<file path="config.mk">
export PLATFORM = sky130hd
export DESIGN_NAME = fpu_ss_decoder
export DESIGN_NICKNAME = d
export VERILOG_FILES = /design/src/fpu_ss_instr_pkg.sv /design/src/fpu_ss_pkg.sv /design/src/fpu_ss_decoder.sv
export VERILOG_INCLUDE_DIRS = /design/src /design/src/src
export SDC_FILE = /design/constraint.sdc
export NUM_CORES = 1
export LEC_CHECK = 0
export ABC_AREA = 1
export BUFFER_PORTS_ARGS = -buffer_cell sky130_fd_sc_hd__buf_2
export CORE_UTILIZATION = 29
export DETAILED_ROUTE_END_ITERATION = 8
export GPL_TIMING_DRIVEN = 0
export PLACE_DENSITY = 0.78
export RECOVER_POWER = 25
export SLEW_MARGIN = 20
export SYNTH_ARGS = -nofsm -noshare
export SYNTH_HDL_FRONTEND = slang
export SYNTH_SLANG_ARGS = --single-unit
</file>
<file path="constraint.sdc">
create_clock -name vclk -period 0.8
set_input_delay 0.16 -clock vclk [all_inputs]
set_output_delay 0.16 -clock vclk [all_outputs]
set_load 0.1 [all_outputs]
</file>
<file path="src/fpu_ss_params.svh">
// Size and width macros for the floating-point offload subsystem
// Cores, register file, memory metadata queue and bus widths

`ifndef FPU_SS_PARAMS_SVH
`define FPU_SS_PARAMS_SVH

// --------------------
// Cores
// --------------------
`define FPU_SS_NB_CORES 4
`define FPU_SS_CORE_W 2

// --------------------
// Register file
// --------------------
`define FPU_SS_NUM_FPR 32
`define FPU_SS_REG_ADDR_W 5

// --------------------
// Bus widths and queue
// --------------------
`define FPU_SS_XLEN 32
`define FPU_SS_ID_W 4

// Up to three memory ops in flight per core
`define FPU_SS_MEM_FIFO_DEPTH 3

`endif

</file>
<file path="src/fpu_ss_instr_pkg.sv">
// RISC-V encoding constants for the offloaded float instructions
// and the instruction word union with its I-type and S-type views

package fpu_ss_instr_pkg;

  // Major opcodes
  localparam logic [6:0] OPC_LOAD_FP = 7'b000_0111;
  localparam logic [6:0] OPC_STORE_FP = 7'b010_0111;
  localparam logic [6:0] OPC_OP_FP = 7'b101_0011;

  // funct7 of the two register moves
  localparam logic [6:0] FUNCT7_FMV_X_W = 7'b111_0000;
  localparam logic [6:0] FUNCT7_FMV_W_X = 7'b111_1000;

  // Word access width for flw and fsw
  localparam logic [2:0] FUNCT3_W = 3'b010;
  // Both moves carry funct3 zero
  localparam logic [2:0] FUNCT3_FMV = 3'b000;

  // --------------------
  // Instruction views
  // --------------------
  typedef struct packed {
    logic [11:0] imm;
    logic [4:0]  rs1;
    logic [2:0]  funct3;
    logic [4:0]  rd;
    logic [6:0]  opcode;
  } itype_t;

  // Store offset split around rs2 and rs1
  typedef struct packed {
    logic [6:0] imm_hi;
    logic [4:0] rs2;
    logic [4:0] rs1;
    logic [2:0] funct3;
    logic [4:0] imm_lo;
    logic [6:0] opcode;
  } stype_t;

  typedef union packed {
    itype_t i;
    stype_t s;
  } instr_u;

endpackage

</file>
<file path="src/fpu_ss_pkg.sv">
// Subsystem types: operation kind from the decoder
// and the per-core memory metadata entry

package fpu_ss_pkg;

`include "fpu_ss_params.svh"

  // --------------------
  // Operation kind
  // --------------------
  typedef enum logic [2:0] {
    OP_NONE      = 3'd0,
    OP_LOAD      = 3'd1,
    OP_STORE     = 3'd2,
    OP_MV_TO_FP  = 3'd3,
    OP_MV_TO_INT = 3'd4
  } op_kind_e;

  // --------------------
  // Memory metadata
  // --------------------
  // One entry per outstanding memory op, we set for a load
  typedef struct packed {
    logic [`FPU_SS_REG_ADDR_W-1:0] rd;
    logic [`FPU_SS_ID_W-1:0]       id;
    logic                          we;
  } mem_meta_t;

endpackage

</file>
<file path="src/fpu_ss_decoder.sv">
// Combinational decoder for flw, fsw, fmv.w.x and fmv.x.w
`timescale 1ns/1ps

`include "fpu_ss_params.svh"

module fpu_ss_decoder (
  input  fpu_ss_instr_pkg::instr_u        instr_i,
  output fpu_ss_pkg::op_kind_e            op_kind_o,
  output logic [`FPU_SS_REG_ADDR_W-1:0]   rd_o,
  output logic [`FPU_SS_REG_ADDR_W-1:0]   rs1_o,
  output logic [`FPU_SS_REG_ADDR_W-1:0]   rs2_o,
  output logic [`FPU_SS_XLEN-1:0]         offset_o,
  output logic [2:0]                      size_o
);

  logic is_mv_fmt;

  // Moves need funct3 zero and rs2 zero
  assign is_mv_fmt = (instr_i.s.funct3 == fpu_ss_instr_pkg::FUNCT3_FMV) &&
                     (instr_i.s.rs2 == '0);

  // --------------------
  // Operation match
  // --------------------
  always_comb begin
    op_kind_o = fpu_ss_pkg::OP_NONE;
    unique case (instr_i.i.opcode)
      fpu_ss_instr_pkg::OPC_LOAD_FP: begin
        if (instr_i.i.funct3 == fpu_ss_instr_pkg::FUNCT3_W) begin
          op_kind_o = fpu_ss_pkg::OP_LOAD;
        end
      end
      fpu_ss_instr_pkg::OPC_STORE_FP: begin
        if (instr_i.s.funct3 == fpu_ss_instr_pkg::FUNCT3_W) begin
          op_kind_o = fpu_ss_pkg::OP_STORE;
        end
      end
      fpu_ss_instr_pkg::OPC_OP_FP: begin
        if (is_mv_fmt && instr_i.s.imm_hi == fpu_ss_instr_pkg::FUNCT7_FMV_W_X) begin
          op_kind_o = fpu_ss_pkg::OP_MV_TO_FP;
        end else if (is_mv_fmt && instr_i.s.imm_hi == fpu_ss_instr_pkg::FUNCT7_FMV_X_W) begin
          op_kind_o = fpu_ss_pkg::OP_MV_TO_INT;
        end
      end
      default: begin
        op_kind_o = fpu_ss_pkg::OP_NONE;
      end
    endcase
  end

  // Register fields sit at the same bits in both views
  assign rd_o = instr_i.i.rd;
  assign rs1_o = instr_i.i.rs1;
  assign rs2_o = instr_i.s.rs2;
  assign size_o = instr_i.i.funct3;

  // Stores split the offset, everything else takes the I-type immediate
  always_comb begin
    if (instr_i.s.opcode == fpu_ss_instr_pkg::OPC_STORE_FP) begin
      offset_o = {{(`FPU_SS_XLEN-12){instr_i.s.imm_hi[6]}}, instr_i.s.imm_hi, instr_i.s.imm_lo};
    end else begin
      offset_o = {{(`FPU_SS_XLEN-12){instr_i.i.imm[11]}}, instr_i.i.imm};
    end
  end

endmodule

</file>
==> reports/results.txt, run 1 <==
Die Height - 48.3 um
Cell Rows - 16
Initial core utilization - 31.4%
Placed Area - 1280 um2
Yosys cell types - 13
Mean Syn Cell Area - 6.16 um2
WEP type - output port
Dpl hpwl - 1.57 mm
Synth Cell Area - 622 um2
RePlAce Congestion - 0.694
Failing step - global routing (5_1_grt)
Antenna violations before repair - 0
Syn Inst Count - 101
Outcome - did not finish
Worst EP post-GRT repair - op_kind_o[1]
Seq/Total Area, Yosys - 0%
Pre-CTS setup slack - -860 ps
Largest net degree at the start of global routing - 23
Port-buffer cells - 80
Hold-fix buffers, CTS - 0
Cells after DPL - 208
Stop err - [ERROR DPL-0033] detailed placement checks failed during check placement.
Syn Nets - 133
Die X - 48.3 um
Ports - 85
Ys Warns - 0
## cell usage after synthesis (all sizes together)
cell type / number / area share [%]
nand4: 2 / 2.0
nand3: 8 / 8.0
inv: 7 / 4.2
nand3b: 1 / 1.2
buf: 45 / 54
nand2: 22 / 16
nor2: 16 / 14
## timing repair
item | CTS
pin swaps | 20
gates resized for setup | 150
buffers inserted | 4
setup endpoints to repair | 53
## logic make-up after synthesis
logic type / after synthesis / share of synthesized area [%]
and+or+nand+nor: 49 / 41.4
buffers and inverters: 52 / 58.5
## per-stage QoR
step	utilization (%)	hold WS, ps
4_1_cts	93.6	648
2_1_floorplan	-	511
3_3_place_gp	64.8	704
3_5_place_dp	64.8	705
==> run 2: changes to the inputs <==
- CORE_AREA: unset -> 2 2 63 65
- CORE_UTILIZATION: 29 -> unset
- DIE_AREA: unset -> 0 0 65 67
- PLACE_DENSITY: 0.78 -> unset
- PLACE_DENSITY_LB_ADDON: unset -> 0.15
- clock period: 0.8 -> 1.05 ns (I/O delays scaled with it)
==> run 2 against run 1 <==
The flow now finishes, with violations (setup timing). Synthesized cell count did not move. Area after synthesis did not move.
==> reports/results.txt, run 2 <==
Outcome - complete, but fails checks
Failing checks - setup timing
Mean Syn Cell Area - 6.16 um2 (unchanged)
CP required - 840 ps
Post-synth top cells - buf_4 (45), nand2_1 (17), nor2_1 (11), nand3_1 (6)
Commonest non-fill, non-tap cell in the layout - buf_4
Total track usage - 8.66%
RePlAce Congestion - 0.700 (+0.87%)
Setup crit start kind - primary input
Worst setup path endpoint - offset_o[2]
Antenna cells - 0
Syn Nets - 133 (unchanged)
P_sw - 0.952 mW
Cell Rows - 22 (+6)
Fillers - 338
Ports - 85 (unchanged)
Pre-CTS setup slack - -677 ps (+183 ps)
Yosys top cell by area - buf_4
Vias in the first global route - 762
Sequential share of power - 0%
Rel. slew slack - 63.9%
Max Cap Viol - 0
Layout Nets - 219
WHS - 783 ps
Total design power - 1.33 mW
Yosys cell types - 13 (unchanged)
Drt first pass iters - 2
P per Cell Area - 761 nW/um2
Hold-fix buffers, CTS - 0 (unchanged)
Initial core utilization - 17.2% (-14 points)
Finished Layout Cells - 233
First-pass GRT wire length - 3.13 mm
Ys Warns - 0 (unchanged)
Layout cells sized above 1 - 95.7%
Crit path DAT - 1060 ps
Share of the synthesized area in the top cell type - 54.3% (unchanged)
# setup viols final - 8
Port-buffer cells - 80 (unchanged)
Iter 0 DRT Violations - 14
Cells after DPL - 229 (+10%)
Gr ovfl total - 0
Hold Path Class - in -> out
Post-Route WL - 2.05 mm
Leakage - 0.838 nW
DIE AREA - 4360 um2
Crit. End Element - output port
Dpl hpwl - 1.56 mm (-0.13%)
Register area - 0 um2
Vias per cell - 3.61
Seq/Total Area, Yosys - 0% (unchanged)
Clock power share - 0%
Final worst-path cycle share - 121%
Crit path time final - 1270 ps
Multi-input gate area - 549 um2
FFs & Latches - 0
Commonest non-fill, non-tap cells in the layout - buf_4 (68), buf_2 (21), buf_6 (14)
Vias - 842
Antenna violations before repair - 0
Die X - 65 um (+35%)
Top post-synthesis cells by area - buf_4 (54%), nand2_1 (10%), nor2_1 (6.6%), nor2_4 (5.4%), nand3_1 (4.8%)
DRC viols - 0
Switching Share - 71.4%
Syn Inst Count - 101 (unchanged)
Most common cell in the netlist - buf_4
FMAX - 0.789 GHz
Setup ws final - -218 ps
Maximum VDD drop - 0.000507 V
Area growth, synth to finish - 182%
CP Launch Point - instr_i[4]
CP max FO - 6
Largest net degree at the start of global routing - 23
Synth Cell Area - 622 um2 (unchanged)
WL/cell - 8.78 um
Critical path class - in -> out
Internal Dissipation - 0.381 mW
Final Max Tran Viols - 0
RSZ-0062 raised after global routing - true
Utilization after layout - 48.6%
Slew @ Worst Pin - 544 ps
Core area - 3610 um2
Clock Buffer Count - 0
Final ANT Viol Nets - 0
Die Height - 67 um (+39%)
Logic pwr share - 100.0%
Final Hold Violating Endpoints - 0
==> run 2: cell counts after synthesis <==
Identical to the previous run, type by type.
==> run 2: routing by layer <==
layer / GRT usage [%] / vias up / wire [um]
li1: - / 435 / -
met1: 9.50 / 351 / 728
met2: 18.7 / 56 / 1130
met3: 0.676 / 0 / 188
met4: 0 / 0 / 0
met5: 0 / - / 0
==> run 2: final cells by class <==
type / count / share of cell area [%]
Timing Repair Buffer: 84 / 43.7
Multi-Input combinational cell: 49 / 31.4
Buffer: 45 / 19.3
Tap cell: 48 / 3.43
Inverter: 7 / 2.21
==> run 2: worst min path at each step <==
| stage | end | slack, ps | depth (start not counted) | start |
|---|---|---|---|---|
| floorplan | offset_o[2] | 610 | 2 | instr_i[22] |
| CTS | offset_o[1] | 780 | 4 | instr_i[21] |
| detailed placement | rs1_o[3] | 800 | 2 | instr_i[18] |
| global placement | rs1_o[4] | 800 | 2 | instr_i[19] |
| finish | offset_o[1] | 780 | 4 | instr_i[21] |
| global route | offset_o[1] | 790 | 4 | instr_i[21] |
==> run 2: metrics by stage <==
step / cell area (um2) / TNS (ps)
2_1_floorplan: 805 / -625
3_3_place_gp: 1260 / -9580
3_5_place_dp: 1260 / -10000
4_1_cts: 1710 / -1710
5_1_grt: 1750 / -1940
6_report: 1750 / -1600
==> run 2: cell families after synthesis <==
kind of cell | Yosys count | share of synthesized area, %
simple gates | 49 | 41.4
buf+inv | 52 | 58.5
==> run 2: power groups by stage <==
| stage | sequential, mW | combinational [mW] | clock [mW] |
|---|---|---|---|
| after detailed placement | 0 | 1.16 | 0 |
| after CTS | 0 | 1.32 | 0 |
| after global routing | 0 | 1.37 | 0 |
| after floorplan | 0 | 0.983 | 0 |
| after global placement | 0 | 1.16 | 0 |
| final | 0 | 1.33 | 0 |
==> run 2: critical path: stages <==
cell and delay, ps:
buf_8 100, inv_4 50, nand2_4 60, nor2_4 100, buf_12 140, nand2_8 80, nand2_4 100, nand2_8 50
buf_12 160
==> run 2: timing repair <==
action / in CTS / in global routing
endpoints found under the setup margin: 32 / 10
setup buffers: 4 / 0
resized for setup: 108 / 14
pin swaps: 32 / 19
No activity file was read; power rests on OpenSTA's default activity.
