## config.mk

```make
export PLATFORM = sky130hd
export DESIGN_NAME = fpu_ss_mem_fifo
export DESIGN_NICKNAME = d
export VERILOG_FILES = /design/src/fpu_ss_pkg.sv /design/src/fpu_ss_mem_fifo.sv
export VERILOG_INCLUDE_DIRS = /design/src /design/src/src
export SDC_FILE = /design/constraint.sdc
export NUM_CORES = 1
export LEC_CHECK = 0
export BUFFER_PORTS_ARGS = -buffer_cell sky130_fd_sc_hd__buf_2
export CAP_MARGIN = 20
export CELL_PAD_IN_SITES_DETAIL_PLACEMENT = 0
export CELL_PAD_IN_SITES_GLOBAL_PLACEMENT = 1
export CORE_ASPECT_RATIO = 1.25
export CORE_MARGIN = 8
export CORE_UTILIZATION = 43
export CTS_CLUSTER_SIZE = 24
export DETAILED_ROUTE_END_ITERATION = 12
export GPL_TIMING_DRIVEN = 0
export PLACE_DENSITY_LB_ADDON = 0.1
export SYNTH_ARGS = -nofsm -noshare
export SYNTH_HDL_FRONTEND = slang
export SYNTH_SLANG_ARGS = --single-unit
```

## constraint.sdc

```tcl
create_clock -name clk_i -period 2.3 [get_ports clk_i]
set_input_delay 0.23 -clock clk_i [delete_from_list [all_inputs] [get_ports clk_i]]
set_output_delay 0.23 -clock clk_i [all_outputs]
set_load 0.02 [all_outputs]
```

## src/fpu_ss_params.svh

```systemverilog
// Size and width macros for the floating-point offload subsystem
// Cores, register file, memory metadata queue and bus widths

`ifndef FPU_SS_PARAMS_SVH
`define FPU_SS_PARAMS_SVH

// --------------------
// Cores
// --------------------
`define FPU_SS_NB_CORES 4
`define FPU_SS_CORE_W 2

// --------------------
// Register file
// --------------------
`define FPU_SS_NUM_FPR 32
`define FPU_SS_REG_ADDR_W 5

// --------------------
// Bus widths and queue
// --------------------
`define FPU_SS_XLEN 32
`define FPU_SS_ID_W 4

// Up to three memory ops in flight per core
`define FPU_SS_MEM_FIFO_DEPTH 3

`endif

```

## src/fpu_ss_pkg.sv

```systemverilog
// Subsystem types: operation kind from the decoder
// and the per-core memory metadata entry

package fpu_ss_pkg;

`include "fpu_ss_params.svh"

  // --------------------
  // Operation kind
  // --------------------
  typedef enum logic [2:0] {
    OP_NONE      = 3'd0,
    OP_LOAD      = 3'd1,
    OP_STORE     = 3'd2,
    OP_MV_TO_FP  = 3'd3,
    OP_MV_TO_INT = 3'd4
  } op_kind_e;

  // --------------------
  // Memory metadata
  // --------------------
  // One entry per outstanding memory op, we set for a load
  typedef struct packed {
    logic [`FPU_SS_REG_ADDR_W-1:0] rd;
    logic [`FPU_SS_ID_W-1:0]       id;
    logic                          we;
  } mem_meta_t;

endpackage

```

## src/fpu_ss_mem_fifo.sv

```systemverilog
// In-order queue of outstanding memory metadata for one core
`timescale 1ns/1ps

`include "fpu_ss_params.svh"

module fpu_ss_mem_fifo #(
  parameter int DEPTH = `FPU_SS_MEM_FIFO_DEPTH
) (
  input  logic                  clk_i,
  input  logic                  rst_i,
  input  logic                  push_i,
  input  fpu_ss_pkg::mem_meta_t push_data_i,
  output logic                  full_o,
  input  logic                  pop_i,
  output fpu_ss_pkg::mem_meta_t pop_data_o,
  output logic                  empty_o
);

  localparam int PTR_W = (DEPTH > 1) ? $clog2(DEPTH) : 1;
  localparam int CNT_W = $clog2(DEPTH + 1);

  fpu_ss_pkg::mem_meta_t entries_q [DEPTH];
  logic [PTR_W-1:0]      wr_ptr_q;
  logic [PTR_W-1:0]      rd_ptr_q;
  logic [CNT_W-1:0]      count_q;

  assign full_o = (count_q == CNT_W'(DEPTH));
  assign empty_o = (count_q == '0);
  assign pop_data_o = entries_q[rd_ptr_q];

  // Entry storage
  always_ff @(posedge clk_i) begin
    if (push_i) begin
      entries_q[wr_ptr_q] <= push_data_i;
    end
  end

  // --------------------
  // Pointers and count
  // --------------------
  always_ff @(posedge clk_i) begin
    if (rst_i) begin
      wr_ptr_q <= '0;
      rd_ptr_q <= '0;
      count_q <= '0;
    end else begin
      if (push_i) begin
        wr_ptr_q <= (wr_ptr_q == PTR_W'(DEPTH - 1)) ? '0 : wr_ptr_q + 1'b1;
      end
      if (pop_i) begin
        rd_ptr_q <= (rd_ptr_q == PTR_W'(DEPTH - 1)) ? '0 : rd_ptr_q + 1'b1;
      end
      // Simultaneous push and pop leaves the count alone
      if (push_i && !pop_i) begin
        count_q <= count_q + 1'b1;
      end else if (pop_i && !push_i) begin
        count_q <= count_q - 1'b1;
      end
    end
  end

  // Memory results only answer requests that were queued
  a_no_pop_empty: assert property (@(posedge clk_i) disable iff (rst_i) pop_i |-> !empty_o);

  // Issue must stall the core before its queue overflows
  a_no_push_full: assert property (@(posedge clk_i) disable iff (rst_i) push_i |-> !full_o);

endmodule

```

==> impl_metrics.csv, run 1 <==
group,metric,value,unit
grt,antenna_found_initial,0,
synthesis,yosysWarnings,0,
routing,drt_first_iter_violations,26,
timing,slew_headroom,36.1,%
routing,viasPerCell,4.96,
setup_path,crit_type,"flop to output port",
synthesis,syn_nets,112,
synthesis,synthTopCellsByCount,"edfxtp_1, nand2_1, o21ai_0, mux2i_1, dfxtp_1",
die,core_area,3170,sq um
timing,tightest_slew,0.955,ns
pwr,power.leakage,0.000618,uW
die,io_pins,26,
setup_path,reg2regPathDepth,2,
setup_path,cp_num_buf_inv,2,
grt,grt_pass1_wl,3910,microns
synthesis,synthFlopType,"edfxtp_1",
placed_design,place_area,1590,sq um
grt,grt_max_degree,12,
setup_path,reg2reg_slack,0.74,ns
die,die_h,80.1,microns
clocking,clk_path_buf_depth,2,
setup_path,cp.depth,4,
finish,final_nets,144,
placed_design,place_inst,159,
synthesis,syn_area,1410,sq um
grt,grt_overflow_total,0,
synthesis,synth_edf_count,30,
timing,rsz0062_at_grt,"false",
placed_design,io_buffers,25,
timing,slew_viol_final,0,
clocking,post_cts_buffers,0,
timing,period_needed,1.62,ns
setup_path,reg2reg_to,"entries_q[1][5]$_DFFE_PP_",
timing,hold_viol,0,
setup_path,cp-end-kind,"output port",
clocking,cts.repair.resized,0,
flow_run,cap_viol_max_count,0,
clocking,cts_made_buffers,5,
setup_path,crit_required,2.07,ns
pwr,p_per_area,818,nW/um^2
finish,area_growth,18.3,%
synthesis,synth_top_area_cell,"edfxtp_1",
routing,drt-pass1-iter-count,3,
finish,drive_above_1_share,26.9,%
clocking,cts_tree,"built",
placed_design,gp_congestion,0.673,
finish,instances_no_fill,167,
clocking,cts_hold_buf,0,
die,start_util,44.6,%
synthesis,synth_async_sr_flop_share,0,%
die,die_area,5380,sq um
timing,tns,0,ns
die,dieWidth,67.2,microns
timing,max_freq,616,MHz
grt,grt_usage,10.3,%
clocking,clkLatencyLatePin,0.28,ns
setup_path,cp_slowest_cell,"clkbuf_1",
timing,finClkSkew,0.00644,ns
finish,antenna_cells,0,
synthesis,syn_inst,97,
setup_path,r2r_start,"wr_ptr_q[0]$_SDFFE_PP0P_",
setup_path,endpoint,"pop_data_o[4]",
pwr,max-vdd-ir-drop,0.464,mV
status,outcome,"complete, no violations",
synthesis,synth-seq-cells,38,
clocking,clock_sink_count,38,
synthesis,ys_seq_area_share,75.2,%
timing,finalCritPeriodShare,70.6,%
timing,finalSetupViolCount,0,
setup_path,worst-path-max-fanout,10,
setup_path,arrival,1.39,ns
routing,routedWlPerCell,14.9,microns
finish,fillCellCount,305,
setup_path,cp_cell_sequence,"clkbuf_1 > nand2_1 > o21ai_0 > buf_2",
routing,wirelength,2490,microns
setup_path,startpoint_type,"flop",
synthesis,ys_types,17,
clocking,clk_pin_slew_worst_paths,0.07,ns
timing,whs,0.141,ns
routing,drtAntennaViolNets,0,
routing,vias,828,
synthesis,synth.area.top_cells,"edfxtp_1, dfxtp_1, mux2i_1",
finish,stdcell_area,1670,sq um
die,row_count,23,
worst_hold_path,worst_hold_path_type,"input pin to flop",
synthesis,postSynthAreaPerCell,14.6,sq um
grt,grt_pass1_vias,859,
clocking,root_buffer,"clkbuf_8",
synthesis,post-synth-top-count-cell,"edfxtp_1",
routing,drc,0,
clocking,h-tree-depth,2,
setup_path,crit_family,"buffers and inverters",
synthesis,yosysTopAreaCellShare,63.8,%
setup_path,critPathMaxStageDelay,0.40,ns
registers in the layout, summed over array words and instances, names as in the netlist, named ones only:
signal / cells
entries_q: 30
count_q: 2
rd_ptr_q: 2
wr_ptr_q: 2
area by class of cell:
type                       count  area (sq um)  share of cell area, %
buffer                         3          15.0                  0.900
clock buffer                   6          72.6                   4.35
clock inverter                 2          8.76                  0.525
inverter                       2          7.51                  0.450
multi-input combinational     54           333                   19.9
sequential                    38          1060                   63.6
tap                           37          46.3                   2.77
timing repair buffer          25           125                   7.50
cell families (layout without fill, tap and decap cells):
group	Yosys count	in the layout	share of synthesized area, %
adder cells (fa/ha/maj)	1	1	0.886
AND/OR/NAND/NOR	25	25	7.89
XOR/XNOR	2	2	1.24
AO/OA/AOI/OAI	15	15	5.32
flip-flops	38	38	75.2
buffers and inverters	5	38	1.60
multiplexers	11	11	7.89
worst min-delay path by stage:
stage	from	to	slack, ns	cells past startpoint
3_3_place_gp	push_data_i[8]	entries_q[1][8]$_DFFE_PP_	0.43	1
2_1_floorplan	rst_i	count_q[1]$_SDFFE_PP0P_	0.30	1
3_5_place_dp	push_data_i[8]	entries_q[0][8]$_DFFE_PP_	0.44	1
4_1_cts	push_data_i[9]	entries_q[0][9]$_DFFE_PP_	0.14	1
5_1_grt	push_data_i[3]	entries_q[0][3]$_DFFE_PP_	0.14	1
6_report	push_data_i[2]	entries_q[0][2]$_DFFE_PP_	0.14	1
routing by layer:
metal	wire, microns	part of all wire [%]	up-vias	track usage [%]
met5	0	0	-	0
met1	981	39	391	9.93
met4	36	1.4	0	5.03
met3	165	6.6	4	4.87
met2	1300	52	20	17.7
li1	-	-	413	-
layout by cell type (no fill, tap or decap):
cell type | netlist | routed
dfxtp_1 | 8 | 8
inv_1 | 2 | 2
and2_2 | 1 | 1
clkinv_1 | 0 | 1
nor3b_2 | 0 | 1
ha_1 | 1 | 1
or3_1 | 1 | 1
nand2_1 | 13 | 13
clkbuf_1 | 2 | 3
mux2i_1 | 10 | 10
nand3b_1 | 1 | 1
nor3b_1 | 2 | 1
a21oi_1 | 4 | 4
edfxtp_1 | 30 | 30
mux2_2 | 1 | 1
buf_4 | 1 | 1
buf_2 | 0 | 25
nor2_1 | 7 | 7
xor2_1 | 2 | 2
o21ai_0 | 11 | 11
clkbuf_8 | 0 | 5
clkinv_2 | 0 | 1
power by group:
part	switching, uW	total [uW]	internal (uW)
registers	15.1	794	779
clock network	208	416	208
logic	97.5	156	58.3
per-stage QoR:
step                utilization (%)  power, uW  setup WS (ns)
floorplan                         -        905          0.700
global placement               50.0        962          0.118
detailed placement             50.2        969          0.705
CTS                            52.7       1380          0.642
global route                   52.7       1430          0.512
finish                         52.7       1370          0.676
Note: power is estimated with default switching activity, not from simulation.
==> run 2, diff against run 1 <==
ABC_AREA = 1   (was not set)
CORE_UTILIZATION = 38   (was 43)
clock period = 1.4 ns   (was 2.3 ns; I/O delays follow)
==> run 2 against run 1 <==
  * Setup slack worse by 0.60 ns
  * Worst hold slack worse by 0.10 ns
  * Area after synthesis increased by 1.1%
  * Utilization shrank 5.9 points
  * Clock power grew 67%
  * Via count rose by 15%
  * Non-clock buffer count up 1
  * Die area rose by 11%
  * Clock-buffer cell count did not move
  * Highest routed layer unchanged
==> impl_metrics.csv, run 2 <==
group,metric,value,unit
placed_design,dpl_worst_slack,-0.155,ns
placed_design,place_inst,185,
timing,period_needed,1.32,ns
synthesis,yosysWarnings,0,
routing,drt-pass1-iter-count,4,
finish,instances_no_fill,195,
timing,tightest_slew,0.604,ns
setup_path,worst-path-max-fanout,5,
flow_run,cap_viol_max_count,0,
die,core_area,3690,sq um
grt,antenna_found_initial,0,
finish,drive_above_1_share,27.1,%
synthesis,synth_async_sr_flop_share,0,%
pwr,power_switching,583,uW
clocking,cts_made_buffers,5,
finish,final_cell_mix,"edfxtp_1, buf_2, a21oi_1",
pwr,max-vdd-ir-drop,0.766,mV
routing,routedWlPerCell,14.3,microns
setup_path,r2r_start,"wr_ptr_q[1]$_SDFFE_PP0P_",
die,dieWidth,70.8,microns
clocking,cts_tree,"built",
routing,drc,0,
routing,drtAntennaViolNets,0,
grt,grt_pass1_wl,4510,microns
synthesis,synth_top_area_cell,"edfxtp_1",
worst_hold_path,hold_start,"rst_i",
clocking,post_cts_buffers,0,
timing,max_freq,755,MHz
clocking,root_buffer,"clkbuf_8",
die,die_area,5980,sq um
synthesis,syn_inst,120,
synthesis,synth.area.top_cells,"edfxtp_1, dfxtp_1, a21oi_1",
grt,grt_pass1_vias,936,
placed_design,place_area,1610,sq um
clocking,clkLatencyLatePin,0.28,ns
synthesis,yosysTopAreaCellShare,63.2,%
setup_path,cp_cell_sequence,"buf_2 > a21oi_1 > a21oi_1 > buf_2",
finish,stdcell_area,1730,sq um
timing,finalSetupViolCount,0,
timing,fin_ws,0.0762,ns
pwr,combPwrFrac,13.5,%
setup_path,cp_num_buf_inv,2,
die,row_count,25,
routing,drt_first_iter_violations,50,
placed_design,gp_congestion,0.653,
synthesis,syn_area,1430,sq um
synthesis,ys_seq_area_share,74.4,%
finish,area_growth,21.1,%
timing,finalCritPeriodShare,94.6,%
pwr,pwr-share-seq,56.5,%
placed_design,io_buffers,25,
setup_path,crit_family,"flip-flops",
grt,grt_overflow_total,0,
die,io_pins,26,
timing,rsz0062_at_grt,"false",
finish,top_register,"entries_q",
setup_path,crit_type,"flop to output port",
setup_path,crit_required,1.26,ns
pwr,p_int,1730,uW
pwr,finalPower,2320,uW
synthesis,synthTopCellsByCount,"edfxtp_1, a21oi_1, nand2_1, inv_1, nor2_1",
clocking,h-tree-depth,2,
synthesis,post-synth-top-count-cell,"edfxtp_1",
worst_hold_path,worst_hold_path_type,"input pin to flop",
pwr,power.leakage,0.000707,uW
setup_path,cp-end-kind,"output port",
placed_design,hpwl,1880,microns
synthesis,synth-seq-cells,38,
pwr,p_sw_share,25.2,%
finish,final_common_cell,"edfxtp_1",
clocking,clk_path_buf_depth,2,
die,start_util,38.6,%
synthesis,ys_types,16,
timing,finClkSkew,0.00518,ns
setup_path,startpoint_type,"flop",
synthesis,syn_nets,135,
status,outcome,"complete, no violations",
timing,slew_headroom,59.6,%
grt,grt_max_degree,12,
routing,viasPerCell,4.90,
synthesis,synthFlopType,"edfxtp_1",
finish,antenna_cells,0,
clocking,clock_sink_count,38,
finish,final_nets,169,
finish,fillCellCount,361,
pwr,clockPowerShare,30.0,%
timing,hold_viol,0,
synthesis,postSynthAreaPerCell,11.9,sq um
setup_path,cp_slowest_cell,"dfxtp_2",
timing,slew_viol_final,0,
setup_path,arrival,1.18,ns
synthesis,synth_edf_count,30,
clocking,clk_pin_slew_worst_paths,0.07,ns
routing,vias,955,
routing,wirelength,2780,microns
die,die_h,84.5,microns
pwr,p_per_area,1340,nW/um^2
setup_path,critPathMaxStageDelay,0.37,ns
finish,largest_register_ffs,30,
grt,grt_usage,10.0,%
-- run 2: cell count changes after synthesis, moves of 2 or more --
cell      delta
a21oi_1     +20
inv_1       +11
mux2i_1     -10
o21ai_0      -9
nor2_1       +6
nand2_1      +4
nand3_1      +3
buf_2        +2
clkbuf_1     -2
clkinv_1     +2
xor2_1       -2
-- run 2: repair_timing --
action                     CTS  global route
pin swaps                    0             1
resized for setup            7             5
setup endpoints to repair   20             4
gates cloned                 0             2
hold buffers                 0             0
-- run 2: path summary, 6_finish.rpt --
check | end | slack, ns | cells after the start
worst max-delay path | pop_data_o[5] | 0.08 | 4
worst min-delay path | wr_ptr_q[1]$_SDFFE_PP0P_ | 0.04 | 2
worst max register to register | entries_q[2][0]$_DFFE_PP_ | 0.11 | 2
worst min register to register | wr_ptr_q[1]$_SDFFE_PP0P_ | 0.46 | 2
-- run 2: cell families after synthesis --
family                     Yosys count  synth area share, %
AOI/OAI and AO/OA                   26                 9.12
adders and majority gates            1                0.877
buffers and inverters               18                 4.91
DFF                                 38                 74.4
and+or+nand+nor                     37                 10.7
-- run 2: final cells by class --
cell class / instances / area, sq um / share of cell area, %
Tap cell: 40 / 50.0 / 2.90
Sequential cell: 38 / 1060 / 61.5
Multi-Input combinational cell: 64 / 307 / 17.7
Buffer: 2 / 22.5 / 1.30
Timing Repair Buffer: 27 / 140 / 8.11
Clock inverter: 2 / 8.76 / 0.507
Clock buffer: 6 / 72.6 / 4.20
Inverter: 16 / 63.8 / 3.69
-- run 2: per-layer routing --
layer	global-route usage [%]	part of all wire, %	vias up
met5	0	0	-
met4	4.55	1.8	0
met3	3.81	4.7	6
met2	17.3	49	22
met1	10.4	45	444
li1	-	-	483
-- run 2: stage by stage --
| step | hold WS, ns | util (%) | setup TNS (ns) |
|---|---|---|---|
| after floorplan | 0.209 | - | 0 |
| after global placement | 0.332 | 43.5 | -1.18 |
| after detailed placement | 0.330 | 43.5 | -1.54 |
| after CTS | 0.0292 | 46.3 | 0 |
| after global routing | 0.0455 | 46.8 | 0 |
| final | 0.0384 | 46.8 | 0 |
-- run 2: power by group through the flow --
stage / Combinational (uW) / Sequential (uW) / Clock (uW)
after detailed placement: 307 / 1330 / 0
after CTS: 316 / 1300 / 714
after global routing: 351 / 1310 / 764
after floorplan: 193 / 1320 / 0
final: 314 / 1310 / 694
after global placement: 300 / 1320 / 0
