$ cat config.mk
export PLATFORM = sky130hd
export DESIGN_NAME = fpu_ss_controller
export DESIGN_NICKNAME = d
export VERILOG_FILES = /design/src/fpu_ss_pkg.sv /design/src/fpu_ss_controller.sv
export VERILOG_INCLUDE_DIRS = /design/src /design/src/src
export SDC_FILE = /design/constraint.sdc
export NUM_CORES = 1
export LEC_CHECK = 0
export BUFFER_PORTS_ARGS = -buffer_cell sky130_fd_sc_hd__buf_4
export CAP_MARGIN = 5
export CORE_MARGIN = 2
export CORE_UTILIZATION = 41
export CTS_BUF_LIST = sky130_fd_sc_hd__clkbuf_2
export DETAILED_ROUTE_END_ITERATION = 16
export HOLD_SLACK_MARGIN = 0.02
export PLACE_DENSITY = 0.9
export SETUP_SLACK_MARGIN = 0.02
export SLEW_MARGIN = 20
export SYNTH_ARGS = -nofsm -noshare
export SYNTH_HDL_FRONTEND = slang
export SYNTH_SLANG_ARGS = --single-unit
$ cat constraint.sdc
create_clock -name clk_i -period 3.9 [get_ports clk_i]
set_clock_uncertainty 0.15 [all_clocks]
set_input_delay 0.195 -clock clk_i [delete_from_list [all_inputs] [get_ports clk_i]]
set_output_delay 0.195 -clock clk_i [all_outputs]
set_load 0.05 [all_outputs]
$ cat src/fpu_ss_params.svh
// Size and width macros for the floating-point offload subsystem
// Cores, register file, memory metadata queue and bus widths

`ifndef FPU_SS_PARAMS_SVH
`define FPU_SS_PARAMS_SVH

// --------------------
// Cores
// --------------------
`define FPU_SS_NB_CORES 4
`define FPU_SS_CORE_W 2

// --------------------
// Register file
// --------------------
`define FPU_SS_NUM_FPR 32
`define FPU_SS_REG_ADDR_W 5

// --------------------
// Bus widths and queue
// --------------------
`define FPU_SS_XLEN 32
`define FPU_SS_ID_W 4

// Up to three memory ops in flight per core
`define FPU_SS_MEM_FIFO_DEPTH 3

`endif

$ cat src/fpu_ss_pkg.sv
// Subsystem types: operation kind from the decoder
// and the per-core memory metadata entry

package fpu_ss_pkg;

`include "fpu_ss_params.svh"

  // --------------------
  // Operation kind
  // --------------------
  typedef enum logic [2:0] {
    OP_NONE      = 3'd0,
    OP_LOAD      = 3'd1,
    OP_STORE     = 3'd2,
    OP_MV_TO_FP  = 3'd3,
    OP_MV_TO_INT = 3'd4
  } op_kind_e;

  // --------------------
  // Memory metadata
  // --------------------
  // One entry per outstanding memory op, we set for a load
  typedef struct packed {
    logic [`FPU_SS_REG_ADDR_W-1:0] rd;
    logic [`FPU_SS_ID_W-1:0]       id;
    logic                          we;
  } mem_meta_t;

endpackage

$ cat src/fpu_ss_controller.sv
// Issue acceptance, memory request strobes, result register
// and the choice between memory and move writeback
`timescale 1ns/1ps

`include "fpu_ss_params.svh"

module fpu_ss_controller (
  input  logic                          clk_i,
  input  logic                          rst_i,
  input  logic                          x_issue_valid_i,
  input  fpu_ss_pkg::op_kind_e          op_kind_i,
  input  logic                          core_full_i,
  input  logic                          x_mem_ready_i,
  input  logic                          x_mem_result_valid_i,
  output logic                          x_issue_ready_o,
  output logic                          x_issue_accept_o,
  output logic                          x_issue_writeback_o,
  output logic                          x_issue_loadstore_o,
  output logic                          x_mem_valid_o,
  output logic                          x_mem_we_o,
  output logic                          push_o,
  output logic                          pop_o,
  output logic                          fpr_we_o,
  output logic                          wb_from_mem_o,
  input  logic [`FPU_SS_ID_W-1:0]       issue_id_i,
  input  logic [`FPU_SS_CORE_W-1:0]     issue_core_i,
  input  logic [`FPU_SS_REG_ADDR_W-1:0] rd_i,
  input  logic [`FPU_SS_XLEN-1:0]       fpr_rdata_i,
  input  logic                          x_result_ready_i,
  output logic                          x_result_valid_o,
  output logic [`FPU_SS_XLEN-1:0]       x_result_data_o,
  output logic [`FPU_SS_REG_ADDR_W-1:0] x_result_rd_o,
  output logic [`FPU_SS_ID_W-1:0]       x_result_id_o,
  output logic [`FPU_SS_CORE_W-1:0]     dest_core_id_o
);

  logic is_mem;
  logic issue_fire;

  assign is_mem = (op_kind_i == fpu_ss_pkg::OP_LOAD) || (op_kind_i == fpu_ss_pkg::OP_STORE);

  // Issue response depends on the word alone
  assign x_issue_accept_o = (op_kind_i != fpu_ss_pkg::OP_NONE);
  assign x_issue_writeback_o = (op_kind_i == fpu_ss_pkg::OP_MV_TO_INT);
  assign x_issue_loadstore_o = is_mem;

  // --------------------
  // Issue ready
  // --------------------
  always_comb begin
    x_issue_ready_o = !x_result_valid_o;
    if (is_mem && (!x_mem_ready_i || core_full_i)) begin
      x_issue_ready_o = 1'b0;
    end
    // Register file write port is taken by the memory result
    if (op_kind_i == fpu_ss_pkg::OP_MV_TO_FP && x_mem_result_valid_i) begin
      x_issue_ready_o = 1'b0;
    end
  end

  assign issue_fire = x_issue_valid_i && x_issue_ready_o;

  // Memory request goes out in the issue cycle
  assign x_mem_valid_o = issue_fire && is_mem;
  assign x_mem_we_o = (op_kind_i == fpu_ss_pkg::OP_STORE);
  assign push_o = x_mem_valid_o;
  assign pop_o = x_mem_result_valid_i;

  // Memory result wins the write port, a move never collides with it
  assign wb_from_mem_o = x_mem_result_valid_i;
  assign fpr_we_o = x_mem_result_valid_i || (issue_fire && op_kind_i == fpu_ss_pkg::OP_MV_TO_FP);

  // --------------------
  // Result register
  // --------------------
  always_ff @(posedge clk_i) begin
    if (rst_i) begin
      x_result_valid_o <= 1'b0;
    end else if (issue_fire && op_kind_i == fpu_ss_pkg::OP_MV_TO_INT) begin
      x_result_valid_o <= 1'b1;
    end else if (x_result_ready_i) begin
      x_result_valid_o <= 1'b0;
    end
  end

  always_ff @(posedge clk_i) begin
    if (issue_fire && op_kind_i == fpu_ss_pkg::OP_MV_TO_INT) begin
      x_result_data_o <= fpr_rdata_i;
      x_result_rd_o <= rd_i;
      x_result_id_o <= issue_id_i;
      dest_core_id_o <= issue_core_i;
    end
  end

  // Result holds under back-pressure
  a_result_hold: assert property (@(posedge clk_i) disable iff (rst_i)
    x_result_valid_o && !x_result_ready_i |=> x_result_valid_o && $stable(x_result_data_o) &&
      $stable(x_result_rd_o) && $stable(x_result_id_o) && $stable(dest_core_id_o));

endmodule

==> results of run 1 <==
## report_power, final
group	switching, mW	leakage, nW	internal (mW)
sequential	0.00337	0.399	0.529
combinational	0.0835	0.757	0.0840
clock	0.138	0.0306	0.0480
## layout make-up
class,count,area (sq um)
fill,166,566.8
inverter,2,7.507
multi-input combinational,15,133.9
tap,46,57.56
sequential,44,1311
timing repair buffer,152,1274
clock buffer,7,35.03
clock inverter,1,3.754
## stage by stage
stage	instances	total power [mW]	setup WS, ns	area, sq um	util (%)
final	267	0.8858	1.840	2823	83.28
after global routing	267	0.9162	1.694	2823	83.28
after CTS	266	0.8783	1.784	2795	82.47
after detailed placement	213	0.6667	1.706	2306	68.03
after global placement	213	0.6631	1.762	2306	68.03
after floorplan	64	0.6018	0.6072	1468	-
## kinds of logic (layout without fill, tap and decap cells)
logic type	after synthesis	after routing	share of synthesized area, %
and+or+nand+nor	11	11	5.373
buffers and inverters	5	162	2.046
DFF	44	44	89.34
AOI/OAI and AO/OA	3	3	2.643
xor gates and xnor gates	1	1	0.5969
## what timing repair did
item,4_1_cts,5_1_grt
buffers inserted,0,0
hold endpoints to repair,44,0
gates resized for setup,0,0
hold buffers,45,0
## worst max-delay path, delay by kind of cell (launching register included)
family | cells | cell delay (ns)
and+or+nand+nor | 2 | 0.69
buffers and inverters | 1 | 0.27
DFF | 1 | 0.38
## per-layer routing
| metal | GRT usage (%) | vias up | wire, um |
|---|---|---|---|
| met5 | 0 | - | 0 |
| met4 | 9.239 | 0 | 131 |
| met3 | 8.627 | 11 | 421 |
| met2 | 47.66 | 85 | 2604 |
| met1 | 29.92 | 612 | 1967 |
| li1 | - | 560 | - |
## sequential cells by signal, summed over array words and instances (netlist names)
name	count
x_result_id_o	4
x_result_rd_o	5
x_result_valid_o	1
dest_core_id_o	2
x_result_data_o	32
## worst max-delay path by stage
| stage | from | end | slack, ns | cells after the start |
|---|---|---|---|---|
| 2_1_floorplan | x_result_valid_o | x_mem_valid_o | 0.61 | 3 |
| 4_1_cts | x_result_valid_o | push_o | 1.78 | 3 |
| 6_report | x_result_valid_o | push_o | 1.84 | 3 |
| 5_1_grt | x_result_valid_o | push_o | 1.69 | 3 |
| 3_5_place_dp | op_kind_i[0] | x_result_rd_o[4] | 1.71 | 3 |
| 3_3_place_gp | op_kind_i[0] | x_result_data_o[21] | 1.76 | 3 |
## synthesized netlist by cell type (all sizes together) (2+ instances only)
library cell | n | area, sq um
edfxtp | 43 | 1291
inv | 2 | 7.510
nor2 | 2 | 7.510
buf | 3 | 22.52
or3b | 2 | 20.02
==> insert_results.sql, run 1 <==
INSERT INTO impl_metrics (metric_group, metric, value, unit) VALUES
('layout', 'antenna-diode-count', '0', ''),
('place', 'place.port_buffers', '106', ''),
('yosys', 'syn_inst', '64', ''),
('worst_setup_path', 'slowest_delay', '0.42', 'ns'),
('worst_setup_path', 'critPathRequiredTime', '3.56', 'ns'),
('floorplanning', 'placeable_area', '0.003390', 'sq mm'),
('worst_setup_path', 'critical_path.endpoint_type', 'primary output', ''),
('yosys', 'yosysSeqAreaShare', '89.34', '%'),
('clock_tree', 'cts.clk_slew.worst_paths', '0.23', 'ns'),
('worst_setup_path', 'worst_reg2reg_path_endpoint', 'x_result_rd_o[3]', ''),
('clock_tree', 'clock_tree.htree_level_count', '2', ''),
('yosys', 'syn-num-nets', '117', ''),
('global_route', 'grt_antenna_before_repair', '0', ''),
('worst_setup_path', 'worst_r2r_path_depth', '3', ''),
('timing', 'layout_min_cycle_time', '2.060', 'ns'),
('global_route', 'grt_start_max_net_pins', '44', ''),
('worst_setup_path', 'setup.worst_path.start_class', 'flip-flop', ''),
('floorplanning', 'dieWidth', '63.83', 'um'),
('routing', 'route.detailed.wl_per_inst', '19.19', 'um'),
('layout', 'layout_common_cells', '106 x buf_4, 45 x dlygate4sd3_1, 43 x edfxtp_1', ''),
('place', 'finalWeightedCongestion', '0.6924', ''),
('global_route', 'grt_first_pass_wirelength', '7.541', 'mm'),
('timing', 'timing.final.max_slew_violations', '0', ''),
('yosys', 'number_of_library_cell_types_mapped_by_synthesis', '18', ''),
('floorplanning', 'die_height', '63.83', 'um'),
('global_route', 'via_count_of_the_first_global_routing_pass', '1306', ''),
('floorplanning', 'die_area', '0.004074', 'sq mm'),
('routing', 'drt_wl_total', '5.124', 'mm'),
('min_path', 'holdPathStages', '3', ''),
('clock_tree', 'cts_tree', 'done', ''),
('timing', 'final_min_period_over_clock_period', '52.82', '%'),
('power_and_ir_drop', 'worst_case_vdd_ir_drop', '0.0001629', 'V'),
('timing', 'hold_slack', '0.1905', 'ns'),
('worst_setup_path', 'critical_path.reg2reg.startpoint', 'x_result_valid_o', ''),
('clock_tree', 'numCtsBuffers', '5', ''),
('yosys', 'yosysWarnings', '0', ''),
('routing', 'viasPerCell', '4.749', ''),
('clock_tree', 'clockRootBuffer', 'clkbuf_2', ''),
('timing', 'rsz0062_at_grt', 'false', ''),
('timing', 'setup_viol_count_final', '0', ''),
('run_status', 'outcome', 'complete, no violations', ''),
('routing', 'dr.pass1.iters', '4', ''),
('yosys', 'syn_area_per_cell', '22.93', 'sq um'),
('clock_tree', 'clock_sink_count', '44', ''),
('global_route', 'all_layer_global_routing_usage', '26.76', '%'),
('worst_setup_path', 'setup_slack_on_the_worst_flop_to_flop_path', '2.08', 'ns'),
('global_route', 'grt-ovfl-total', '0', ''),
('timing', 'fmax', '485.4', 'MHz'),
('clock_tree', 'clockBufferDepth', '2', ''),
('yosys', 'synth_area', '0.001468', 'sq mm'),
('min_path', 'hold_class', 'in2reg', ''),
('floorplanning', 'num_rows', '21', ''),
('power_and_ir_drop', 'p_per_area', '313.8', 'mW/mm^2'),
('layout', 'layout-area-overhead-vs-synth', '92.33', '%'),
('routing', 'drtAntennaViolNets', '0', ''),
('timing', 'relSlewSlack', '62.83', '%'),
('timing', 'worst_slew_pin_slew', '0.5562', 'ns'),
('layout', 'nNetsFinal', '273', ''),
('floorplanning', 'initial_utilization', '43.30', '%'),
('timing', 'report.final.hold_viol_count', '0', ''),
('clock_tree', 'clkLatencyLatePin', '0.38', 'ns'),
('worst_setup_path', 'critical_path_top_delay_cell', 'nor4b_1', ''),
('job', 'max_cap_violations', '0', ''),
('worst_setup_path', 'crit_arrival', '1.72', 'ns'),
('timing', 'fin_tns_setup', '0', 'ns'),
('routing', 'drt_iter0_drc', '37', ''),
('yosys', 'ys_seq_elements', '44', ''),
('yosys', 'postSynth.topFlopCell', 'edfxtp_1', ''),
('worst_setup_path', 'worstSetupPathType', 'reg2out', ''),
('worst_setup_path', 'path_max_fanout', '4', ''),
('place', 'place.detailed.hpwl', '2.727', 'mm'),
('yosys', 'synth_edf_count', '43', ''),
('min_path', 'hold_start', 'op_kind_i[1]', ''),
('min_path', 'hold-path-endpoint', 'x_result_data_o[18]', ''),
('layout', 'mostFrequentLayoutCell', 'buf_4', ''),
('floorplanning', 'io-pin-count', '107', ''),
('layout', 'layout-drive-gt1-share', '53.39', '%'),
('yosys', 'synthArstFlopShare', '0', '%'),
('worst_setup_path', 'timing.critical_path.cells', 'nand2b_1, nor4b_1, buf_4', ''),
('routing', 'dr_total_vias', '1268', ''),
('power_and_ir_drop', 'power.static_leakage', '1.186', 'nW'),
('routing', 'detail_route.drc_violations', '0', '');
Note: power is estimated with default switching activity, not from simulation.
==> run 2, diff against run 1 <==
==> constraint.sdc (replaced) <==
create_clock -name clk_i -period 2 [get_ports clk_i]
set_clock_uncertainty 0.15 [all_clocks]
set_input_delay 0.1 -clock clk_i [delete_from_list [all_inputs] [get_ports clk_i]]
set_output_delay 0.1 -clock clk_i [all_outputs]
set_load 0.05 [all_outputs]
==> run 2 against run 1 <==
  * Register-to-register slack lost 1.8 ns
  * Die area is the same
  * Sequential share of layout area shrank 0.63 points
  * First-iteration DRC count grew 97%
  * Critical path depth is the same
  * Critical path type unchanged
  * Largest cell class unchanged
==> insert_results.sql, run 2 (same netlist as run 1, synthesis figures left out) <==
INSERT INTO impl_metrics (metric_group, metric, value, unit) VALUES
('run_status', 'outcome', 'complete, no violations', ''),
('global_route', 'grt_first_pass_wirelength', '7.590', 'mm'),
('clock_tree', 'cts_tree', 'done', ''),
('worst_setup_path', 'crit_family', 'simple AND/OR/NAND/NOR gates', ''),
('worst_setup_path', 'worst_setup_path_startpoint', 'x_result_valid_o', ''),
('floorplanning', 'initial_utilization', '43.30', '%'),
('clock_tree', 'numCtsBuffers', '5', ''),
('layout', 'max_flop_register', 'x_result_data_o', ''),
('global_route', 'busiest_layer', 'met2', ''),
('timing', 'fmax', '566.5', 'MHz'),
('worst_setup_path', 'critical_path.reg2reg.startpoint', 'x_result_valid_o', ''),
('routing', 'drt_iter0_drc', '73', ''),
('clock_tree', 'clkLatencyLatePin', '0.39', 'ns'),
('worst_setup_path', 'crit_arrival', '1.52', 'ns'),
('clock_tree', 'cts.repair_timing.setup_buffer_count', '0', ''),
('timing', 'layout_min_cycle_time', '1.765', 'ns'),
('worst_setup_path', 'slowest_delay', '0.38', 'ns'),
('layout', 'num-fill-cells', '156', ''),
('layout', 'final_design_area_no_fill', '0.002861', 'sq mm'),
('routing', 'drt_wl_total', '5.198', 'mm'),
('global_route', 'met2_track_usage_gr', '46.22', '%'),
('clock_tree', 'clock_sink_count', '44', ''),
('layout', 'antenna-diode-count', '0', ''),
('place', 'place.port_buffers', '106', ''),
('routing', 'dr_total_vias', '1273', ''),
('timing', 'timing.final.max_slew_violations', '0', ''),
('floorplanning', 'die_height', '63.83', 'um'),
('layout', 'sequential_cell_area', '0.001311', 'sq mm'),
('global_route', 'via_count_of_the_first_global_routing_pass', '1332', ''),
('timing', 'setup_viol_count_final', '0', ''),
('min_path', 'hold_start', 'x_issue_valid_i', ''),
('clock_tree', 'cts_resized', '0', ''),
('layout', 'layout-area-overhead-vs-synth', '94.97', '%'),
('clock_tree', 'clock_tree.htree_level_count', '2', ''),
('worst_setup_path', 'critical_path.endpoint_type', 'primary output', ''),
('power_and_ir_drop', 'worst_case_vdd_ir_drop', '0.0003667', 'V'),
('routing', 'viasPerCell', '4.768', ''),
('worst_setup_path', 'setup.worst_path.start_class', 'flip-flop', ''),
('timing', 'rsz0062_at_grt', 'false', ''),
('floorplanning', 'io-pin-count', '107', ''),
('layout', 'nNetsFinal', '273', ''),
('layout', 'final_util', '84.42', '%'),
('timing', 'relSlewSlack', '72.98', '%'),
('floorplanning', 'dieWidth', '63.83', 'um'),
('global_route', 'grt_use_met3', '9.155', '%'),
('timing', 'setup_slack_after_layout', '0.2349', 'ns'),
('worst_setup_path', 'path_max_fanout', '4', ''),
('layout', 'biggestRegsByFlops', 'x_result_data_o: 32 flops, x_result_rd_o: 5 flops, x_result_id_o: 4 flops', ''),
('power_and_ir_drop', 'finalPower', '1.846', 'mW'),
('floorplanning', 'num_rows', '21', ''),
('min_path', 'hold_class', 'in2reg', ''),
('routing', 'route.detailed.wl_per_inst', '19.47', 'um'),
('clock_tree', 'clockRootBuffer', 'clkbuf_2', ''),
('timing', 'fin_tns_setup', '0', 'ns'),
('global_route', 'grt_start_max_net_pins', '44', ''),
('timing', 'final_min_period_over_clock_period', '88.25', '%'),
('timing', 'worst_slew_pin_slew', '0.4024', 'ns'),
('global_route', 'all_layer_global_routing_usage', '26.53', '%'),
('worst_setup_path', 'critPathRequiredTime', '1.75', 'ns'),
('power_and_ir_drop', 'power.static_leakage', '1.196', 'nW'),
('clock_tree', 'ctsHoldBuffers', '45', ''),
('job', 'max_cap_violations', '0', ''),
('layout', 'layout-drive-gt1-share', '53.85', '%'),
('routing', 'detail_route.drc_violations', '0', ''),
('place', 'finalWeightedCongestion', '0.7014', ''),
('timing', 'report.final.hold_viol_count', '0', ''),
('worst_setup_path', 'worstSetupPathType', 'reg2out', ''),
('floorplanning', 'die_area', '0.004074', 'sq mm'),
('layout', 'number_of_flip_flops_under_the_largest_register_name', '32', ''),
('place', 'detailed_place.area', '0.002349', 'sq mm'),
('global_route', 'grt_antenna_before_repair', '0', ''),
('global_route', 'grt_use_met1', '30.88', '%'),
('worst_setup_path', 'critical_path_top_delay_cell', 'dfxtp_1', ''),
('place', 'detailedPlace.worstSlack', '0.4740', 'ns'),
('routing', 'drtAntennaViolNets', '0', ''),
('layout', 'area_taken_by_multi_input_logic_gates', '156.4', 'sq um'),
('layout', 'layout_common_cells', '106 x buf_4, 45 x dlygate4sd3_1, 43 x edfxtp_1', ''),
('routing', 'dr.pass1.iters', '4', ''),
('worst_setup_path', 'timing.critical_path.buf_inv', '1', ''),
('worst_setup_path', 'timing.critical_path.cells', 'nand2b_4, nor4b_4, buf_4', ''),
('layout', 'mostFrequentLayoutCell', 'buf_4', ''),
('floorplanning', 'placeable_area', '0.003390', 'sq mm'),
('global_route', 'grt-ovfl-total', '0', ''),
('clock_tree', 'cts.clk_slew.worst_paths', '0.22', 'ns'),
('power_and_ir_drop', 'p_per_area', '645.1', 'mW/mm^2'),
('clock_tree', 'clockBufferDepth', '2', '');
[run 2: cell count changes in the layout (fill, tap and decap cells not counted), sizes merged]
cell / delta
clkbuf: -2
bufinv: +1
clkinv: +1
[run 2: final timing paths]
path	to	slack, ns	cells past startpoint
setup / recovery	x_mem_valid_o	0.23	3
hold / removal	x_result_data_o[12]	0.16	4
setup reg to reg	x_result_valid_o	0.26	3
hold reg to reg	x_result_data_o[12]	0.85	3
[run 2: area by class of cell]
type / instances / area share [%]
clock buffer: 5 / 0.8745
clock inverter: 3 / 1.312
inverter: 2 / 0.2624
multi-input combinational: 15 / 5.466
sequential: 44 / 45.82
tap: 46 / 2.011
timing repair buffer: 152 / 44.25
[run 2: worst reg2reg max path, delay by kind of cell, from the launching register on]
family | cells | cell delay, ns
simple gates | 1 | 0.50
compound gates | 1 | 0.07
flops | 1 | 0.42
buf+inv | 1 | 0.56
[run 2: power breakdown]
group          leakage (nW)  internal [mW]  switching [mW]
Sequential            0.399           1.03         0.00705
Clock                0.0380          0.204           0.274
Combinational         0.759          0.165           0.165
Total                  1.20           1.40           0.446
[run 2: metal layers]
metal  wire (um)  vias up
met1        1969      600
met3         549       13
met4         108        0
met2        2570      100
li1            -      560
met5           0        -
[run 2: through the flow]
stage               std cells  hold slack, ns
finish                    267          0.1641
global route              267          0.1405
CTS                       267          0.1669
detailed placement        214          0.1296
global placement          214          0.1294
floorplan                  64         0.04771
